--- config.mk ---
export PLATFORM = sky130hd
export DESIGN_NAME = fsync_4x4
export DESIGN_NICKNAME = d
export VERILOG_FILES = /design/src/design/fsync_pkg.sv /design/src/design/fsync_node.sv /design/src/design/fsync_nbr_node.sv /design/src/design/fsync_4x4.sv
export SDC_FILE = /design/constraint.sdc
export NUM_CORES = 1
export LEC_CHECK = 0
export BUFFER_PORTS_ARGS = -buffer_cell sky130_fd_sc_hd__buf_4
export CORE_UTILIZATION = 55
export CTS_CLUSTER_SIZE = 40
export DETAILED_ROUTE_END_ITERATION = 6
export HOLD_SLACK_MARGIN = 0.08
export PLACE_DENSITY = 0.76
export SLEW_MARGIN = 10
export SYNTH_ARGS = -nofsm -noshare
export SYNTH_HDL_FRONTEND = slang
export SYNTH_SLANG_ARGS = --single-unit
--- constraint.sdc ---
create_clock -name clk_i -period 2.2 [get_ports clk_i]
set_input_delay 0.33 -clock clk_i [delete_from_list [all_inputs] [get_ports clk_i]]
set_output_delay 0.33 -clock clk_i [all_outputs]
set_load 0.01 [all_outputs]
--- src/design/fsync_pkg.sv ---
/*
 * Shared sizes and types of the 4x4 barrier network.
 * Levels 1 to 4 stay inside the tile; level 5 leaves it through the root.
 * CU index is GRID_DIM * row + column.
 */

package fsync_pkg;

  localparam int unsigned GRID_DIM      = 4;
  localparam int unsigned N_CU          = GRID_DIM * GRID_DIM;
  localparam int unsigned N_TREE_LEVELS = 4;

  // Barrier level, values 1 to 5 are meaningful and 0 is never sent
  typedef logic [2:0] lvl_t;

  typedef logic [$clog2(N_CU)-1:0] cu_idx_t;

  localparam lvl_t LVL_OFF_TILE = lvl_t'(N_TREE_LEVELS + 1);

  // A node is either gathering its two children or waiting for its parent
  typedef enum logic {
    NODE_COLLECT,
    NODE_WAIT_PARENT
  } node_state_e;

  // Index of the CU at a given grid position
  function automatic cu_idx_t cu_at(input int unsigned row, input int unsigned col);
    return cu_idx_t'(GRID_DIM * row + col);
  endfunction

endpackage

--- src/design/fsync_node.sv ---
/*
 * Binary barrier node. Both children must request the same level, and a
 * child does not request again until it has been woken.
 * Every decision adds exactly one register stage.
 */

`timescale 1ns/1ps

module fsync_node #(
  parameter int unsigned NODE_LVL = 1
) (
  input  logic                  clk_i,
  input  logic                  rst_n_i,

  input  logic [1:0]            child_req_i,
  input  fsync_pkg::lvl_t [1:0] child_lvl_i,
  output logic [1:0]            child_wake_o,
  output fsync_pkg::lvl_t       child_wake_lvl_o,

  output logic                  up_req_o,
  output fsync_pkg::lvl_t       up_lvl_o,
  input  logic                  up_wake_i,
  input  fsync_pkg::lvl_t       up_wake_lvl_i
);

  import fsync_pkg::*;

  node_state_e state_q;
  node_state_e state_d;
  logic [1:0]  arrived_q;
  logic [1:0]  arrived_d;
  lvl_t        lvl_q;
  lvl_t        cur_lvl;
  logic        all_in;
  logic        own_done;
  logic        fwd_up;
  logic        relay;

  always_comb begin
    // A request seen this cycle carries the level, otherwise use the stored one
    if (child_req_i[0]) begin
      cur_lvl = child_lvl_i[0];
    end else if (child_req_i[1]) begin
      cur_lvl = child_lvl_i[1];
    end else begin
      cur_lvl = lvl_q;
    end

    arrived_d = arrived_q | child_req_i;

    // Completion is only decided while collecting
    all_in   = (state_q == NODE_COLLECT) && (&arrived_d);
    own_done = all_in && (cur_lvl == lvl_t'(NODE_LVL));
    fwd_up   = all_in && !own_done;
    relay    = (state_q == NODE_WAIT_PARENT) && up_wake_i;

    if (all_in) begin
      arrived_d = '0;
    end

    state_d = state_q;
    if (fwd_up) begin
      state_d = NODE_WAIT_PARENT;
    end else if (relay) begin
      state_d = NODE_COLLECT;
    end
  end

  always_ff @(posedge clk_i or negedge rst_n_i) begin
    if (!rst_n_i) begin
      state_q      <= NODE_COLLECT;
      arrived_q    <= '0;
      child_wake_o <= '0;
      up_req_o     <= 1'b0;
    end else begin
      state_q      <= state_d;
      arrived_q    <= arrived_d;
      child_wake_o <= (own_done || relay) ? 2'b11 : 2'b00;
      up_req_o     <= fwd_up;
    end
  end

  // Level payload, only meaningful alongside its strobe
  always_ff @(posedge clk_i) begin
    lvl_q <= cur_lvl;
    if (own_done) begin
      child_wake_lvl_o <= cur_lvl;
    end else if (relay) begin
      child_wake_lvl_o <= up_wake_lvl_i;
    end
    if (fwd_up) begin
      up_lvl_o <= cur_lvl;
    end
  end

endmodule

--- src/design/fsync_nbr_node.sv ---
/*
 * Two-CU neighbor barrier. Each CU sends one pulse per barrier and waits
 * for its wake before sending another.
 */

`timescale 1ns/1ps

module fsync_nbr_node (
  input  logic       clk_i,
  input  logic       rst_n_i,
  input  logic [1:0] req_i,
  output logic [1:0] wake_o
);

  logic [1:0] arrived_q;
  logic [1:0] arrived_d;
  logic       both_in;

  always_comb begin
    arrived_d = arrived_q | req_i;
    both_in   = &arrived_d;
    // Flags clear in the cycle the wake is registered
    if (both_in) begin
      arrived_d = '0;
    end
  end

  always_ff @(posedge clk_i or negedge rst_n_i) begin
    if (!rst_n_i) begin
      arrived_q <= '0;
      wake_o    <= '0;
    end else begin
      arrived_q <= arrived_d;
      wake_o    <= both_in ? 2'b11 : 2'b00;
    end
  end

endmodule

--- src/design/fsync_4x4.sv ---
/*
 * Barrier network for a 4x4 CU grid with one request port per CU.
 * Level-5 barriers leave on sync_out_o and return on wake_in_i.
 * Only the eight neighbor pairs across quad boundaries are active.
 */

`timescale 1ns/1ps

module fsync_4x4 (
  input  logic                                  clk_i,
  input  logic                                  rst_n_i,

  input  logic [fsync_pkg::N_CU-1:0]            sync_req_i,
  input  fsync_pkg::lvl_t [fsync_pkg::N_CU-1:0] sync_lvl_i,
  output logic [fsync_pkg::N_CU-1:0]            wake_o,
  output fsync_pkg::lvl_t [fsync_pkg::N_CU-1:0] wake_lvl_o,

  input  logic [fsync_pkg::N_CU-1:0]            nbr_h_req_i,
  input  logic [fsync_pkg::N_CU-1:0]            nbr_v_req_i,
  output logic [fsync_pkg::N_CU-1:0]            nbr_h_wake_o,
  output logic [fsync_pkg::N_CU-1:0]            nbr_v_wake_o,

  output logic                                  sync_out_o,
  input  logic                                  wake_in_i
);

  import fsync_pkg::*;

  // Upward strobes and levels of each tree level
  logic [N_CU/2-1:0] l1_up_req;
  lvl_t [N_CU/2-1:0] l1_up_lvl;
  logic [N_CU/4-1:0] l2_up_req;
  lvl_t [N_CU/4-1:0] l2_up_lvl;
  logic [N_CU/8-1:0] l3_up_req;
  lvl_t [N_CU/8-1:0] l3_up_lvl;

  // Wakes that each parent hands to its two children
  lvl_t [N_CU/2-1:0] l1_wake_lvl;
  logic [1:0]        l2_cwake [N_CU/4];
  lvl_t              l2_cwlvl [N_CU/4];
  logic [1:0]        l3_cwake [N_CU/8];
  lvl_t              l3_cwlvl [N_CU/8];
  logic [1:0]        root_cwake;
  lvl_t              root_cwlvl;

  logic [1:0]        h_nbr_wake [GRID_DIM];
  logic [1:0]        v_nbr_wake [GRID_DIM];

  // Level 1 node n serves the horizontal pair at row n/2, columns 2*(n%2) and one more.
  // Its parent is quad (n/4)*2 + n%2, in slot (n/2)%2
  for (genvar n = 0; n < N_CU/2; n++) begin : gen_l1
    fsync_node #(
      .NODE_LVL (1)
    ) i_node (
      .clk_i            (clk_i),
      .rst_n_i          (rst_n_i),
      .child_req_i      (sync_req_i[cu_at(n/2, 2*(n%2)) +: 2]),
      .child_lvl_i      (sync_lvl_i[cu_at(n/2, 2*(n%2)) +: 2]),
      .child_wake_o     (wake_o[cu_at(n/2, 2*(n%2)) +: 2]),
      .child_wake_lvl_o (l1_wake_lvl[n]),
      .up_req_o         (l1_up_req[n]),
      .up_lvl_o         (l1_up_lvl[n]),
      .up_wake_i        (l2_cwake[(n/4)*2 + n%2][(n/2)%2]),
      .up_wake_lvl_i    (l2_cwlvl[(n/4)*2 + n%2])
    );

    assign wake_lvl_o[cu_at(n/2, 2*(n%2))]     = l1_wake_lvl[n];
    assign wake_lvl_o[cu_at(n/2, 2*(n%2)) + 1] = l1_wake_lvl[n];
  end

  // Quad q stacks the level-1 nodes of two adjacent rows
  for (genvar q = 0; q < N_CU/4; q++) begin : gen_l2
    fsync_node #(
      .NODE_LVL (2)
    ) i_node (
      .clk_i            (clk_i),
      .rst_n_i          (rst_n_i),
      .child_req_i      ({l1_up_req[(q/2)*4 + q%2 + 2], l1_up_req[(q/2)*4 + q%2]}),
      .child_lvl_i      ({l1_up_lvl[(q/2)*4 + q%2 + 2], l1_up_lvl[(q/2)*4 + q%2]}),
      .child_wake_o     (l2_cwake[q]),
      .child_wake_lvl_o (l2_cwlvl[q]),
      .up_req_o         (l2_up_req[q]),
      .up_lvl_o         (l2_up_lvl[q]),
      .up_wake_i        (l3_cwake[q/2][q%2]),
      .up_wake_lvl_i    (l3_cwlvl[q/2])
    );
  end

  // Half grid h joins the two quads side by side in rows 2h and 2h+1
  for (genvar h = 0; h < N_CU/8; h++) begin : gen_l3
    fsync_node #(
      .NODE_LVL (3)
    ) i_node (
      .clk_i            (clk_i),
      .rst_n_i          (rst_n_i),
      .child_req_i      (l2_up_req[2*h +: 2]),
      .child_lvl_i      (l2_up_lvl[2*h +: 2]),
      .child_wake_o     (l3_cwake[h]),
      .child_wake_lvl_o (l3_cwlvl[h]),
      .up_req_o         (l3_up_req[h]),
      .up_lvl_o         (l3_up_lvl[h]),
      .up_wake_i        (root_cwake[h]),
      .up_wake_lvl_i    (root_cwlvl)
    );
  end

  // The root forwards only level-5 barriers, so the outgoing level is implied
  fsync_node #(
    .NODE_LVL (N_TREE_LEVELS)
  ) i_root (
    .clk_i            (clk_i),
    .rst_n_i          (rst_n_i),
    .child_req_i      (l3_up_req),
    .child_lvl_i      (l3_up_lvl),
    .child_wake_o     (root_cwake),
    .child_wake_lvl_o (root_cwlvl),
    .up_req_o         (sync_out_o),
    .up_lvl_o         (),
    .up_wake_i        (wake_in_i),
    .up_wake_lvl_i    (LVL_OFF_TILE)
  );

  // Horizontal pairs sit at columns 1 and 2 of each row,
  // vertical pairs at rows 1 and 2 of each column
  for (genvar i = 0; i < GRID_DIM; i++) begin : gen_nbr
    fsync_nbr_node i_h_nbr (
      .clk_i   (clk_i),
      .rst_n_i (rst_n_i),
      .req_i   ({nbr_h_req_i[cu_at(i, 2)], nbr_h_req_i[cu_at(i, 1)]}),
      .wake_o  (h_nbr_wake[i])
    );

    fsync_nbr_node i_v_nbr (
      .clk_i   (clk_i),
      .rst_n_i (rst_n_i),
      .req_i   ({nbr_v_req_i[cu_at(2, i)], nbr_v_req_i[cu_at(1, i)]}),
      .wake_o  (v_nbr_wake[i])
    );
  end

  // Ports outside the active pairs never wake
  always_comb begin
    nbr_h_wake_o = '0;
    nbr_v_wake_o = '0;
    for (int i = 0; i < GRID_DIM; i++) begin
      nbr_h_wake_o[cu_at(i, 1)] = h_nbr_wake[i][0];
      nbr_h_wake_o[cu_at(i, 2)] = h_nbr_wake[i][1];
      nbr_v_wake_o[cu_at(1, i)] = v_nbr_wake[i][0];
      nbr_v_wake_o[cu_at(2, i)] = v_nbr_wake[i][1];
    end
  end

endmodule

==> After elaboration in Yosys (flattened, before gate mapping) <==
Cells that the tools add are included.
{ "word_totals": {"register_bits": 254, "latchBits": 0, "ramBits": 0, "romBits": 0, "in_bits": 99, "output_inout_bits": 97, "wordCells": 452, "memories": 0} }
{ "classes": {"addsub": 0, "n_mul": 0, "div": 0, "n_lt_le_gt_ge": 0, "n_eq_ne": 15, "shift": 0, "n_mux": 136, "n_bitwise": 38, "reduce_logical": 143} }
{ "ops": {"columns": ["cell", "n"], "rows": [
  ["$mux W3", 60],
  ["$mux W2", 46],
  ["$logic_and A1 B1 Y1", 60],
  ["$reduce_bool A2 Y1", 30],
  ["$or A2 B2 Y2", 23],
  ["$reduce_and A2 Y1", 23],
  ["$mux W1", 30],
  ["$eq A3 B1 Y1 const B", 8],
  ["$eq A3 B2 Y1 const B", 6],
  ["$logic_not A1 Y1", 15],
  ["$logic_or A1 B1 Y1", 15],
  ["$not A1 Y1", 15],
  ["$eq A3 B3 Y1 const B", 1]
]} }

==> Longest topological paths before layout <==
{ "logic_depth": {"ltp_word": 7, "mapped_depth": 5} }

==> Modules after synthesis <==
Synthesis repeated with hierarchy kept, for this count alone.
{ "hier_totals": {"hier_cells": 784, "hier_area_um2": 9973.3} }
{ "by_module_without_submodules": {"columns": ["module", "instances", "cells_each", "area_each_um2", "seq_area_each_um2"], "rows": [
  ["fsync_node (gen_l1[0].i_node ...)", 8, 44, 580.6, 365.4],
  ["fsync_node (gen_l2[0].i_node ...)", 5, 46, 601.8, 365.4],
  ["fsync_node (gen_l3[0].i_node ...)", 2, 44, 590.6, 365.4],
  ["fsync_nbr_node", 8, 9, 103.8, 75.1],
  ["fsync_4x4", 1, 42, 307.8, 0.0]
]} }

==> Worst setup path after synthesis <==
OpenSTA, ideal clock, no wires.
{ "synth_path": {"path_kind": "register -> register", "from": "register gen_l2[1].i_node.up_req_o", "to": "register gen_l3[0].i_node.child_wake_lvl_o[0], enable pin", "setup_time_ns": 0.308, "arrival_ns": 1.346, "t_required_ns": 1.892, "path_slack_ns": 0.546, "stages_incl_launch_ff": 5, "path_buffers": 1, "synth_period_minus_slack_ns": 1.654, "path_cell_list": "dfrtp_1 -> buf_4 -> mux2i_1 -> a2111oi_4 -> a32o_1"} }
{ "synth_via": {"elab_chain_len": 5, "word_cells_on_any_way": 8} }
{ "synth_rtl": {"columns": ["element", "line", "text"], "rows": [
  ["from (decl)", "fsync_node.sv:20", "output logic up_req_o,"],
  ["from (signal assigned)", "fsync_node.sv:79", "up_req_o <= fwd_up;"],
  ["$mux W3 or $or A2 B2 Y2 (tied branches)", "fsync_node.sv:43, fsync_node.sv:49", null],
  ["$mux W3 or $reduce_and A2 Y1 (tied branches)", "fsync_node.sv:41, fsync_node.sv:52", null],
  ["$eq A3 B2 Y1 or $logic_and A1 B1 Y1 (tied branches)", "fsync_node.sv:53, fsync_node.sv:52", null],
  ["$logic_and A1 B1 Y1 (*)", "fsync_node.sv:53", "own_done = all_in && (cur_lvl == lvl_t'(NODE_LVL));"],
  ["$reduce_bool A2 Y1 (no line) (*)", null, null],
  ["to (signal assigned)", "fsync_node.sv:87", "child_wake_lvl_o <= cur_lvl;"],
  ["to (signal assigned)", "fsync_node.sv:89", "child_wake_lvl_o <= up_wake_lvl_i;"],
  ["to (decl)", "fsync_node.sv:18", "output fsync_pkg::lvl_t child_wake_lvl_o,"]
]} }
Mark *: on every way between the ends. The rest lies on a longest branch, timed or not.
A chain may end at the register's enable or synchronous reset.

==> Final worst setup path <==
{ "layout_path": {"from": "register gen_l2[2].i_node.up_req_o", "to": "register gen_l3[1].i_node.child_wake_lvl_o[1], enable pin"} }
{ "layout_via": {"elab_chain_len": 5, "word_cells_on_any_way": 7} }
{ "layout_rtl": {"columns": ["element", "line", "text"], "rows": [
  ["from (decl)", "fsync_node.sv:20", null],
  ["from (signal assigned)", "fsync_node.sv:79", null],
  ["$or A2 B2 Y2", "fsync_node.sv:49", "arrived_d = arrived_q | child_req_i;"],
  ["$reduce_and A2 Y1", "fsync_node.sv:52", "all_in = (state_q == NODE_COLLECT) && (&arrived_d);"],
  ["$logic_and A1 B1 Y1", "fsync_node.sv:52", null],
  ["$logic_and A1 B1 Y1 (*)", "fsync_node.sv:53", null],
  ["$reduce_bool A2 Y1 (no line) (*)", null, null],
  ["to (signal assigned)", "fsync_node.sv:87", null],
  ["to (signal assigned)", "fsync_node.sv:89", null],
  ["to (decl)", "fsync_node.sv:18", null]
]} }
Marks and branches as above.

==> metrics.cfg <==
[clocking]
clock_path_buffers = 3
cts_inserted_buffers = 24
cts_root_buffer = clkbuf_16
path_clk_slew_ps = 60
clock_latency_ps = 510
clock-sinks = 231
htreeDepth = 1
post_cts_buffers = 0
cts_tree = built

[sta]
rsz0062_at_grt = no
min_period_ps = 1826
skew_ps = 9.670
tightest_slew_ps = 553.4
setup_viol = 0
holdWs_ps = 108.6
hold_viol = 0
fin_crit_sh_pct = 83.01
fmax_mhz = 547.6
slew_viol_final = 0
relSlewSlack_pct = 62.79
fin_tns_setup_ps = 0

[route]
drtPass1Iterations = 4
via_per_inst = 5.386
wl_um = 17850
wl_per_cell_um = 15.27
drt_iter0_drc = 242
via_count = 6296
drc = 0
postRouteAntennaNets = 0

[setup_path]
worstPathMaxFanout = 9
path_buf_inv = 0
slowest_delay_ps = 520
crit_path_top_delay_cell = o31ai_1
cp_cell_sequence = o21ba_2 -> o2111ai_1 -> o31ai_1
required_ps = 2350
crit_type = reg2reg
crit_family = compound AO/OA/AOI/OAI gates
end_kind = flip-flop
arrival_ps = 1970
crit_path_start_kind = flip-flop

[synthesis]
yosys-top-cells-area = edfxtp_1 (27%), dfrtp_1 (25%), dfxtp_1 (9.2%)
syn_avg_cell_area_um2 = 12.45
synthCells = 785
yosysTopAreaCell = edfxtp_1
synth_area_um2 = 9769
yosysSeqAreaShare_pct = 61.32
ys_types = 39
yosys_warnings = 0
yosysTopAreaCellShare_pct = 26.74
ys_ff_latch = 231

[finish]
utilization_pct = 68.08
diodes = 0
syn_to_final_growth_pct = 20.53
nets = 1025
layout-drive-gt1-share_pct = 26.69
fin_area_um2 = 11780

[floorplanning]
die_width_um = 135.3
die-height_um = 135.3
die-area_um2 = 18300
coreArea_um2 = 17300
rows = 48
initial_utilization_pct = 56.48
io_pins = 196

[placement]
io_buffers = 163
dp_hpwl_um = 12480
gp_congestion = 0.8178
place_area_um2 = 10780

[global_route]
grt_pass1_wl_um = 29410
overflow = 0
grt_pass1_vias = 6333
grt_max_degree = 34
grt_usage_pct = 20.02
antenna_found_initial = 0

[power]
power_mw = 14.90
ir_worst_vdd_uv = 804.0
power_density_nw_per_um2 = 1265
leakage_nw = 4.988

[job]
maxCapViolCount = 0

[worst_hold_path]
hp-class = in2reg

[outcome]
status = finished, final reports clean

[placed cells by master (no fill, tap or decap), types with 11 or more instances in the layout]
cell type      instances
a32o_1                12
nor3_1                16
dfxtp_1               45
a32oi_1               11
conb_1                18
mux2i_1               44
a31o_2                15
inv_1                 64
o21ai_0               11
nand2_1               49
a2111oi_4             12
nor2_1                54
a31oi_1               41
clkbuf_16             25
nor2b_1               13
o21a_1                46
dfrtp_1               99
o21ba_2               15
a221oi_1              11
dlygate4sd3_1         17
o21bai_1              12
edfxtp_1              87
buf_4                166
a21oi_1               13
[stage by stage]
stage                     setup slack, ps  std cells
after floorplan                     545.8        801
after global placement              438.0       1108
after detailed placement            372.0       1108
after CTS                           361.4       1169
after global routing                229.0       1169
final                               373.7       1169
[synthesized netlist by cell type]
cell and number:
dfxtp_1 45, a32oi_1 11, o21bai_1 12, nand2b_1 4
nor2b_1 13, o2111ai_1 2, nor3_1 16, o21ai_0 11
o21ba_2 15, o21a_1 46, a21oi_1 13, a32o_1 12
clkbuf_2 2, a21boi_0 3, a221oi_1 11, nand2_1 49
edfxtp_1 87, or2_2 4, o21ai_1 1, mux2_2 1
buf_2 14, a211oi_1 1, clkbuf_1 1, inv_1 64
a2111oi_4 12, and2_1 1, mux2i_1 44, o31ai_1 4
a41oi_1 3, or3_1 1, a31o_2 15, conb_1 2
nor2_1 54, o21ai_2 1, buf_4 68, o2111a_1 1
dfrtp_1 99, a31oi_1 41, o31a_1 1
[per-layer routing]
| metal | part of all wire, % | GRT usage [%] | vias to the layer above |
|---|---|---|---|
| li1 | - | - | 3049 |
| met1 | 40 | 23.87 | 3048 |
| met2 | 53 | 36.30 | 162 |
| met3 | 4.3 | 3.217 | 37 |
| met4 | 2.4 | 7.428 | 0 |
| met5 | 0 | 0 | - |
[final timing paths]
path | startpoint | end | slack (ps) | cells past startpoint
hold reg to reg | gen_nbr[2].i_h_nbr.arrived_q[0] | gen_nbr[2].i_h_nbr.arrived_q[1] | 420 | 1
setup / recovery | gen_l2[2].i_node.up_req_o | gen_l3[1].i_node.child_wake_lvl_o[1] | 370 | 3
setup reg to reg | gen_l2[2].i_node.up_req_o | gen_l3[1].i_node.child_wake_lvl_o[1] | 370 | 3
max in group asynchronous | rst_n_i | i_root.child_wake_o[0] | 1180 | 3
min in group asynchronous | rst_n_i | gen_nbr[1].i_v_nbr.wake_o[0] | 320 | 2
hold / removal | sync_req_i[10] | gen_l1[5].i_node.arrived_q[0] | 110 | 2
[report_power, final]
group | total [mW] | switching (mW) | internal [mW]
Sequential | 6.64 | 0.748 | 5.89
Clock | 4.13 | 1.60 | 2.53
Combinational | 4.13 | 2.31 | 1.82
Total | 14.9 | 4.66 | 10.2
[state kept, by name, summed over array words and instances (netlist names), 8 cells and up]
name and count:
gen_l1.i_node.lvl_q 24, gen_nbr.i_h_nbr.arrived_q 8, gen_l1.i_node.arrived_q 16, gen_l1.i_node.child_wake_o 8
gen_l1.i_node.up_lvl_o 24, gen_l1.i_node.child_wake_lvl_o 24, gen_l1.i_node.state_q 8, gen_l2.i_node.lvl_q 12
gen_l1.i_node.up_req_o 8, gen_nbr.i_v_nbr.arrived_q 8, gen_l2.i_node.arrived_q 8, gen_l2.i_node.child_wake_lvl_o 12
gen_l2.i_node.up_lvl_o 12
[timing repair]
action	CTS	global route
hold buffers	17	0
resized for setup	0	0
endpoints found under the hold margin	53	0
[kinds of logic after synthesis]
| kind of cell | count (synthesis) | share of synthesized area, % |
|---|---|---|
| flops | 231 | 61.32 |
| simple gates | 142 | 6.250 |
| compound gates | 216 | 19.19 |
| buf+inv | 149 | 8.543 |
| other cells | 2 | 0.07687 |
| mux | 45 | 4.623 |
[final cells by class]
| cell class | count | area [um^2] |
|---|---|---|
| well taps | 225 | 281.5 |
| flip-flops and latches | 231 | 5991 |
| clock buffers | 32 | 681.9 |
| multi-input cells | 421 | 3004 |
| fillers | 1294 | 5522 |
| inverters | 64 | 240.2 |
| repair buffers | 184 | 1436 |
| clock inverters | 12 | 140.1 |
Power figures use the tool's default switching activity.
